<file path="config.mk">
export PLATFORM = sky130hd
export DESIGN_NAME = dma_engine
export DESIGN_NICKNAME = d
export VERILOG_FILES = /design/src/rtl/dma_pkg.sv /design/src/rtl/dma_reg_decode.sv /design/src/rtl/dma_xfer_seq.sv /design/src/rtl/dma_pair_packer.sv /design/src/rtl/dma_engine.sv
export SDC_FILE = /design/constraint.sdc
export NUM_CORES = 1
export LEC_CHECK = 0
export BUFFER_PORTS_ARGS = -buffer_cell sky130_fd_sc_hd__buf_2
export CAP_MARGIN = 20
export CORE_MARGIN = 4
export CORE_UTILIZATION = 24
export DETAILED_ROUTE_END_ITERATION = 10
export SYNTH_ARGS = -nofsm -noshare
export SYNTH_HDL_FRONTEND = slang
export SYNTH_SLANG_ARGS = --single-unit
</file>
<file path="constraint.sdc">
create_clock -name clk -period 12.3 [get_ports clk]
set_input_delay 2.46 -clock clk [delete_from_list [all_inputs] [get_ports clk]]
set_output_delay 2.46 -clock clk [all_outputs]
set_load 0.01 [all_outputs]
</file>
<file path="src/rtl/dma_pkg.sv">
// --------------------------------------------------------------------------
// shared constants, register map and types of the DMA engine
// every DMA RTL block imports this package
// --------------------------------------------------------------------------
package dma_pkg;

  // data memory window seen by the engine, physical byte addresses
  localparam logic [31:0] ADDR_DATA_BASE = 32'h2000_0000;
  localparam logic [31:0] ADDR_DATA_END  = 32'h2000_0FFF;

  // bus word and FIFO entry widths
  localparam int WORD_W  = 32;
  localparam int ENTRY_W = 2 * WORD_W;

  // register offsets on the bus
  typedef enum logic [7:0] {
    REG_SRC_ADDR  = 8'h00,
    REG_LEN_WORDS = 8'h04,
    REG_DMA_CTRL  = 8'h08
  } dma_reg_e;

  // bit positions in the CTRL register
  localparam int CTRL_START = 0;
  localparam int CTRL_DONE  = 1;
  localparam int CTRL_ERR   = 2;
  localparam int CTRL_BUSY  = 3;

  // transfer sequencer states
  typedef enum logic [2:0] {
    ST_IDLE  = 3'd0,
    ST_SETUP = 3'd1,
    ST_RD0   = 3'd2,
    ST_RD1   = 3'd3,
    ST_PUSH  = 3'd4
  } dma_state_e;

  // bus request, valid is a single-cycle strobe
  typedef struct packed {
    logic              valid;
    logic              write;
    dma_reg_e          offset;
    logic [WORD_W-1:0] wdata;
  } dma_req_t;

  // programmed transfer
  typedef struct packed {
    logic [31:0] src_addr;
    logic [31:0] len_words;
  } dma_cfg_t;

  // one-cycle status events from the sequencer
  typedef struct packed {
    logic launch;
    logic finish;
    logic reject;
    logic zero_len;
  } dma_evt_t;

  // read side control from the sequencer to the packer
  typedef struct packed {
    logic en;
    logic hi;
    logic push;
  } dma_rd_t;

endpackage

</file>
<file path="src/rtl/dma_reg_decode.sv">
// --------------------------------------------------------------------------
// DMA register file with bus decode, sticky DONE/ERR and readback mux
// feeds the programmed transfer and a start strobe to the sequencer
// --------------------------------------------------------------------------
`timescale 1ns/1ns

module dma_reg_decode
  import dma_pkg::*;
(
  input  logic              clk,
  input  logic              rst_n,
  input  dma_req_t          req,
  output logic [WORD_W-1:0] rdata,
  output dma_cfg_t          cfg,
  output logic              start,
  input  dma_evt_t          evt,
  input  logic              busy
);

  logic wr_en;
  logic ctrl_wr;
  logic done_q;
  logic err_q;

  // full word writes only, no strobes
  assign wr_en   = req.valid && req.write;
  assign ctrl_wr = wr_en && (req.offset == REG_DMA_CTRL);

  // --------------------------------------------------------------------------
  // source and length registers
  // --------------------------------------------------------------------------
  always_ff @(posedge clk or negedge rst_n) begin
    if (!rst_n) begin
      cfg <= '0;
    end else if (wr_en) begin
      // writes while busy are not guarded
      case (req.offset)
        REG_SRC_ADDR:  cfg.src_addr  <= req.wdata;
        REG_LEN_WORDS: cfg.len_words <= req.wdata;
        default: begin
        end
      endcase
    end
  end

  // start is a one-cycle strobe, registered from the CTRL write
  always_ff @(posedge clk or negedge rst_n) begin
    if (!rst_n) begin
      start <= 1'b0;
    end else begin
      start <= ctrl_wr && req.wdata[CTRL_START];
    end
  end

  // --------------------------------------------------------------------------
  // sticky status
  // --------------------------------------------------------------------------
  // write-one clears first, events afterwards so an event in the same
  // cycle overrides the clear
  always_ff @(posedge clk or negedge rst_n) begin
    if (!rst_n) begin
      done_q <= 1'b0;
      err_q  <= 1'b0;
    end else begin
      if (ctrl_wr && req.wdata[CTRL_DONE]) begin
        done_q <= 1'b0;
      end
      if (ctrl_wr && req.wdata[CTRL_ERR]) begin
        err_q <= 1'b0;
      end
      // a legal start wipes the previous result
      if (evt.launch) begin
        done_q <= 1'b0;
        err_q  <= 1'b0;
      end
      if (evt.zero_len || evt.finish) begin
        done_q <= 1'b1;
      end
      // failed check flags both
      if (evt.reject) begin
        done_q <= 1'b1;
        err_q  <= 1'b1;
      end
    end
  end

  // --------------------------------------------------------------------------
  // readback, combinational from the current offset
  // --------------------------------------------------------------------------
  always_comb begin
    rdata = '0;
    case (req.offset)
      REG_SRC_ADDR:  rdata = cfg.src_addr;
      REG_LEN_WORDS: rdata = cfg.len_words;
      REG_DMA_CTRL: begin
        // start bit always reads back as 0
        rdata[CTRL_DONE] = done_q;
        rdata[CTRL_ERR]  = err_q;
        rdata[CTRL_BUSY] = busy;
      end
      default: rdata = '0;
    endcase
  end

endmodule

</file>
<file path="src/rtl/dma_xfer_seq.sv">
// --------------------------------------------------------------------------
// DMA transfer sequencer, checks a start request and walks the window
// two words per FIFO entry, holding in PUSH while the FIFO is full
// --------------------------------------------------------------------------
`timescale 1ns/1ns

module dma_xfer_seq
  import dma_pkg::*;
(
  input  logic        clk,
  input  logic        rst_n,
  input  dma_cfg_t    cfg,
  input  logic        start,
  input  logic        fifo_full,
  output dma_evt_t    evt,
  output logic        busy,
  output dma_rd_t     rd,
  output logic [31:0] rd_addr
);

  dma_state_e  state;
  dma_state_e  state_nxt;
  logic [31:0] addr_ptr;
  logic [31:0] words_rem;

  logic [31:0] end_addr;
  logic        len_odd;
  logic        len_zero;
  logic        misaligned;
  logic        outside;
  logic        push_ok;
  logic        last_pair;

  // --------------------------------------------------------------------------
  // request checks
  // --------------------------------------------------------------------------
  // last byte covered by the request, words times 4 minus one
  assign end_addr   = cfg.src_addr + {cfg.len_words[29:0], 2'b00} - 32'd1;
  assign len_odd    = cfg.len_words[0];
  assign len_zero   = (cfg.len_words == 32'd0);
  assign misaligned = (cfg.src_addr[1:0] != 2'b00);
  // below base, past end, a byte count beyond 32 bits, or the end address
  // wrapped around 2^32
  assign outside    = (cfg.src_addr < ADDR_DATA_BASE) || (end_addr > ADDR_DATA_END) ||
                      (cfg.len_words[31:30] != 2'b00) || (end_addr < cfg.src_addr);

  assign push_ok   = (state == ST_PUSH) && !fifo_full;
  assign last_pair = (words_rem == 32'd2);

  // events, one cycle each
  always_comb begin
    evt = '0;
    if ((state == ST_IDLE) && start) begin
      if (len_odd) begin
        evt.reject = 1'b1;
      end else if (len_zero) begin
        evt.zero_len = 1'b1;
      end else if (misaligned || outside) begin
        evt.reject = 1'b1;
      end else begin
        evt.launch = 1'b1;
      end
    end
    evt.finish = push_ok && last_pair;
  end

  // --------------------------------------------------------------------------
  // FSM
  // --------------------------------------------------------------------------
  always_comb begin
    state_nxt = state;
    case (state)
      ST_IDLE:  if (evt.launch) state_nxt = ST_SETUP;
      // one spare cycle for the loaded pointer
      ST_SETUP: state_nxt = ST_RD0;
      ST_RD0:   state_nxt = ST_RD1;
      ST_RD1:   state_nxt = ST_PUSH;
      ST_PUSH: begin
        if (push_ok) begin
          state_nxt = last_pair ? ST_IDLE : ST_RD0;
        end
      end
      default:  state_nxt = ST_IDLE;
    endcase
  end

  always_ff @(posedge clk or negedge rst_n) begin
    if (!rst_n) begin
      state <= ST_IDLE;
    end else begin
      state <= state_nxt;
    end
  end

  // pointer is a byte offset into the window, counter in words
  always_ff @(posedge clk or negedge rst_n) begin
    if (!rst_n) begin
      addr_ptr  <= '0;
      words_rem <= '0;
    end else begin
      if (evt.launch) begin
        addr_ptr  <= cfg.src_addr - ADDR_DATA_BASE;
        words_rem <= cfg.len_words;
      end
      if ((state == ST_RD0) || (state == ST_RD1)) begin
        addr_ptr <= addr_ptr + 32'd4;
      end
      // back-pressure leaves both untouched
      if (push_ok) begin
        words_rem <= words_rem - 32'd2;
      end
    end
  end

  // outputs decoded from the state
  assign busy    = (state != ST_IDLE);
  assign rd.en   = (state == ST_RD0) || (state == ST_RD1);
  assign rd.hi   = (state == ST_RD1);
  assign rd.push = push_ok;
  assign rd_addr = addr_ptr;

endmodule

</file>
<file path="src/rtl/dma_pair_packer.sv">
// --------------------------------------------------------------------------
// captures two read words and presents them as one 64-bit FIFO entry
// first word read lands in the low half
// --------------------------------------------------------------------------
`timescale 1ns/1ns

module dma_pair_packer
  import dma_pkg::*;
(
  input  logic               clk,
  input  logic               rst_n,
  input  dma_rd_t            rd,
  input  logic [WORD_W-1:0]  rd_data,
  output logic               fifo_push,
  output logic [ENTRY_W-1:0] fifo_wdata
);

  logic [WORD_W-1:0] lo_q;
  logic [WORD_W-1:0] hi_q;

  // read data is valid in the read cycle, capture on the closing edge
  always_ff @(posedge clk or negedge rst_n) begin
    if (!rst_n) begin
      lo_q <= '0;
      hi_q <= '0;
    end else if (rd.en) begin
      if (rd.hi) begin
        hi_q <= rd_data;
      end else begin
        lo_q <= rd_data;
      end
    end
  end

  // entry stays staged here while the sequencer waits on full
  assign fifo_push = rd.push;

  // zero outside a push keeps the FIFO data bus quiet
  always_comb begin
    fifo_wdata = '0;
    if (rd.push) begin
      fifo_wdata = {hi_q, lo_q};
    end
  end

endmodule

</file>
<file path="src/rtl/dma_engine.sv">
// --------------------------------------------------------------------------
// DMA engine top, moves word pairs from the data memory into a 64-bit FIFO
// programmed through the SRC, LEN and CTRL registers
// --------------------------------------------------------------------------
`timescale 1ns/1ns

module dma_engine
  import dma_pkg::*;
(
  input  logic               clk,
  input  logic               rst_n,
  // register bus
  input  dma_req_t           req,
  output logic [WORD_W-1:0]  rdata,
  // data memory read port, combinational
  output logic               rd_en,
  output logic [31:0]        rd_addr,
  input  logic [WORD_W-1:0]  rd_data,
  // downstream FIFO write port
  output logic               fifo_push,
  output logic [ENTRY_W-1:0] fifo_wdata,
  input  logic               fifo_full
);

  dma_cfg_t cfg;
  dma_evt_t evt;
  dma_rd_t  rd;
  logic     start;
  logic     busy;

  // registers, start strobe and sticky status
  dma_reg_decode u_reg (
    .clk   (clk),
    .rst_n (rst_n),
    .req   (req),
    .rdata (rdata),
    .cfg   (cfg),
    .start (start),
    .evt   (evt),
    .busy  (busy)
  );

  // checks and transfer sequencing
  dma_xfer_seq u_seq (
    .clk       (clk),
    .rst_n     (rst_n),
    .cfg       (cfg),
    .start     (start),
    .fifo_full (fifo_full),
    .evt       (evt),
    .busy      (busy),
    .rd        (rd),
    .rd_addr   (rd_addr)
  );

  // pair staging towards the FIFO
  dma_pair_packer u_pack (
    .clk        (clk),
    .rst_n      (rst_n),
    .rd         (rd),
    .rd_data    (rd_data),
    .fifo_push  (fifo_push),
    .fifo_wdata (fifo_wdata)
  );

  assign rd_en = rd.en;

endmodule

</file>
==> summary.md <==
| Metric | Value |
|---|---|
| GRT met3 Usage | `0.02971` |
| Avg Inst Size Synth | `8.855 um^2` |
| Critical Path Stages | `6` |
| Reg-to-reg critical path startpoint | `u_reg.cfg[1]$_DFFE_PN0P_` |
| Postcts setup bufs | `0` |
| Die W | `241.2 um` |
| Clock skew | `15.53 ps` |
| Final Cell Area | `15370 um^2` |
| WP data arrival | `4070 ps` |
| Clock Pin Slew Worst Setup and Hold Paths | `80 ps` |
| Max-Cap Viols | `0` |
| CP startpoint kind | `input pin` |
| Clock buffer depth | `2` |
| Layer with the highest usage | `met2` |
| Initial Utilization | `0.2425` |
| FILL cells | `5758` |
| I/O Pins | `207` |
| Critical path endpoint | `rdata[13]` |
| Worst r2r dst | `u_seq.rd_addr[5]$_DFFE_PN0P_` |
| M2 GR Usage | `0.2546` |
| H-tree levels | `4` |
| Max stage delay on crit path | `650 ps` |
| Share of the synthesized area in the top cell type | `0.3796` |
| Crit-path slowest cell | `or2_2` |
| Vias/cell | `4.867` |
| Vias | `11442` |
| Synth area leader | `dfrtp_1` |
| Synthesis-stage register bit count | `198` |
| Cts bufs inserted | `17` |
| Hold Buf Count CTS | `0` |
| Iteration-0 DRC Markers | `678` |
| Max VDD drop | `0.07837 mV` |
| Area grow syn2layout | `17.79%` |
| Sequential cell area | `4955 um^2` |
| Share of cells above drive strength 1 | `0.2056` |
| Pleak | `0.007776 uW` |
| CP startpoint | `req[37]` |
| FP Rows | `85` |
| Syn_nets | `1642` |
| Critical-path maximum fanout | `31` |
| Clk_lat worst skew | `460 ps` |
| Post-CTS sizing | `0` |
| Main synth FF type | `dfrtp_1` |
| Register area share after synthesis | `0.3796` |
| Tmin final | `6527 ps` |
| Routed len/inst | `18.16 um` |
| FMAX | `153.2 MHz` |
| WP buf/inv | `2` |
| Mapped Area | `13050 um^2` |
| Vias in the first global route | `11390` |
| Slew @ Worst Pin | `1061 ps` |
| Post-route DRC | `0` |
| Post-route ant nets | `0` |
| Total core area | `53810 um^2` |
| Buffers added on ports | `206` |
| Worst Reg-to-Reg Cells | `21` |
| Number of enable flip-flop cells after synthesis | `0` |
| Initial antenna violation count | `7` |
| Unrepaired setup endpoints after global routing | `no` |
| Max Slew Vio Count | `0` |
| First-pass GRT wire length | `64.70 mm` |
| Pwr dens | `100.3 nW/um^2` |
| CTS tree | `done` |
| Crit path max-delay family | `simple AND/OR/NAND/NOR gates` |
| # nets final | `1809` |
| CP Class | `input pin to output pin` |
| Post-DP HPWL | `33.36 mm` |
| Outcome | `finished clean` |
| Final hold viol count | `0` |
| Area contributors post-synth | `dfrtp_1 (38%), ha_1 (8.6%), mux2_2 (6.0%)` |
| Commonest cells post-synth | `dfrtp_1 (198), nand2_1 (147), inv_1 (133)` |
| CP endpoint kind | `output pin` |
| Period utilization | `0.5307` |
| Clock Sinks | `198` |
| CP dominant cell by count | `buf_2` |
| CP required | `9840 ps` |
| Slew headroom | `0.2929` |
| Async set-reset flop share out of synthesis | `1.000` |
| Final wirelength | `42.69 mm` |
| GR Layer Usage met1 | `0.1717` |
| Pin count of the biggest net entering global routing | `126` |
| Dpl cell area | `14760 um^2` |
| Worst path cell trace | `buf_2 -> nor4_1 -> nand2_1 -> or2_2 -> nor2_1 -> buf_2` |
| Die area | `58180 um^2` |
| Final setup viols | `0` |
| GPL Wtd Cong | `0.9323` |
| Die Y | `241.2 um` |
| Synth unique cells | `70` |
| 1st-pass router iterations | `5` |
| Total track usage | `0.1437` |
| Final setup TNS | `0 ps` |
| Hold depth | `1` |
| Worst min-delay path category | `flop to flop` |
| Total global routing overflow | `0` |
| Reg2reg setup slack | `6120 ps` |
| Post-Syn Instances | `1474` |
| Most common cell in the synthesized netlist | `dfrtp_1` |
| Root Driver | `clkbuf_16` |
| YS warnings | `0` |
| Multi-input combinational cell area | `7312 um^2` |
[area by class of cell]
type / instances / area share
Clock buffer: 18 / 0.02856
Tap cell: 696 / 0.05664
Timing Repair Buffer: 218 / 0.07479
Inverter: 133 / 0.03247
Sequential cell: 198 / 0.3223
Clock inverter: 14 / 0.009521
Multi-Input combinational cell: 1073 / 0.4756
Antenna cell: 1 / 0.0001628
[logic make-up (layout without fill, tap and decap cells)]
| family | Yosys count | in the layout | share of synthesized area |
|---|---|---|---|
| simple gates | 497 | 497 | 0.1893 |
| compound gates | 348 | 348 | 0.1726 |
| buf+inv | 203 | 383 | 0.06183 |
| flops | 198 | 198 | 0.3796 |
| mux | 106 | 106 | 0.08790 |
| fa+ha+maj | 92 | 92 | 0.08857 |
| xor+xnor | 30 | 30 | 0.02013 |
| other cells | 0 | 1 | 0 |
[worst min-delay path by stage]
stage | from | slack, ps | to
2_1_floorplan | u_seq.words_rem[0]$_DFFE_PN0P_ | 450 | u_seq.words_rem[0]$_DFFE_PN0P_
3_3_place_gp | u_seq.words_rem[0]$_DFFE_PN0P_ | 460 | u_seq.words_rem[0]$_DFFE_PN0P_
3_5_place_dp | u_seq.words_rem[0]$_DFFE_PN0P_ | 470 | u_seq.words_rem[0]$_DFFE_PN0P_
4_1_cts | u_seq.words_rem[0]$_DFFE_PN0P_ | 490 | u_seq.words_rem[0]$_DFFE_PN0P_
5_1_grt | u_seq.words_rem[0]$_DFFE_PN0P_ | 500 | u_seq.words_rem[0]$_DFFE_PN0P_
6_report | u_seq.words_rem[0]$_DFFE_PN0P_ | 490 | u_seq.words_rem[0]$_DFFE_PN0P_
[metrics by stage]
step	total power [uW]	utilization	instances	setup slack, ps	hold WS [ps]
floorplan	878.1	-	1474	6004	446.8
global placement	970.5	0.2743	2317	5876	463.4
detailed placement	976.5	0.2743	2317	5734	472.2
CTS	1554	0.2851	2349	5769	491.8
global route	1615	0.2857	2350	5644	499.6
finish	1542	0.2857	2351	5773	487.4
[state kept, by name (all words and copies together) (netlist names)]
signal           cells
u_reg.cfg           64
u_pack.hi_q         32
u_pack.lo_q         32
u_seq.rd_addr       32
u_seq.words_rem     32
u_seq.state          3
u_reg.done_q         1
u_reg.err_q          1
u_reg.start          1
[cells in the final DEF, fill, tap and decap left out, types with 5 or more instances in the layout]
master     Yosys  layout
mux2_2        69      69
dfrtp_1      198     198
nand2_1      147     147
inv_1        133     133
buf_2          9     205
o211a_1        5       5
nor3_1        35      34
a21oi_1       91      91
nor4_1        21      21
a21o_1        17      17
ha_1          90      90
mux2i_1       37      37
xnor2_1       15      15
o21ai_0      102     102
o21a_1         8       8
or2_2          9       9
or3_1         10      10
and2_1        77      76
nor2_1       103     101
and3_1        12      12
clkbuf_16      0      17
xor2_1        15      15
buf_4          3      11
a221o_1       10      10
a31oi_1        7       7
nor2b_1        6       6
o31ai_1        7       7
a211oi_1      12      12
and4_1         6       6
nand3_1       24      24
or4_1          6       6
o211ai_1       5       5
nand4_1       25      25
o21bai_1       5       5
a211o_1       42      42
[where the power goes]
group	total, uW	leakage (uW)	internal [uW]	switching, uW
logic	271	0.00511	103	168
clock network	577	0.000287	291	286
registers	694	0.00238	672	21.9
[per-layer routing]
layer | part of all wire | wire (um) | vias to the layer above
met5 | 0.0018 | 78 | -
met4 | 0.032 | 1371 | 12
met3 | 0.058 | 2462 | 79
met2 | 0.49 | 20750 | 319
met1 | 0.42 | 18030 | 5509
li1 | - | - | 5523
Note: power is estimated with default switching activity, not from simulation.
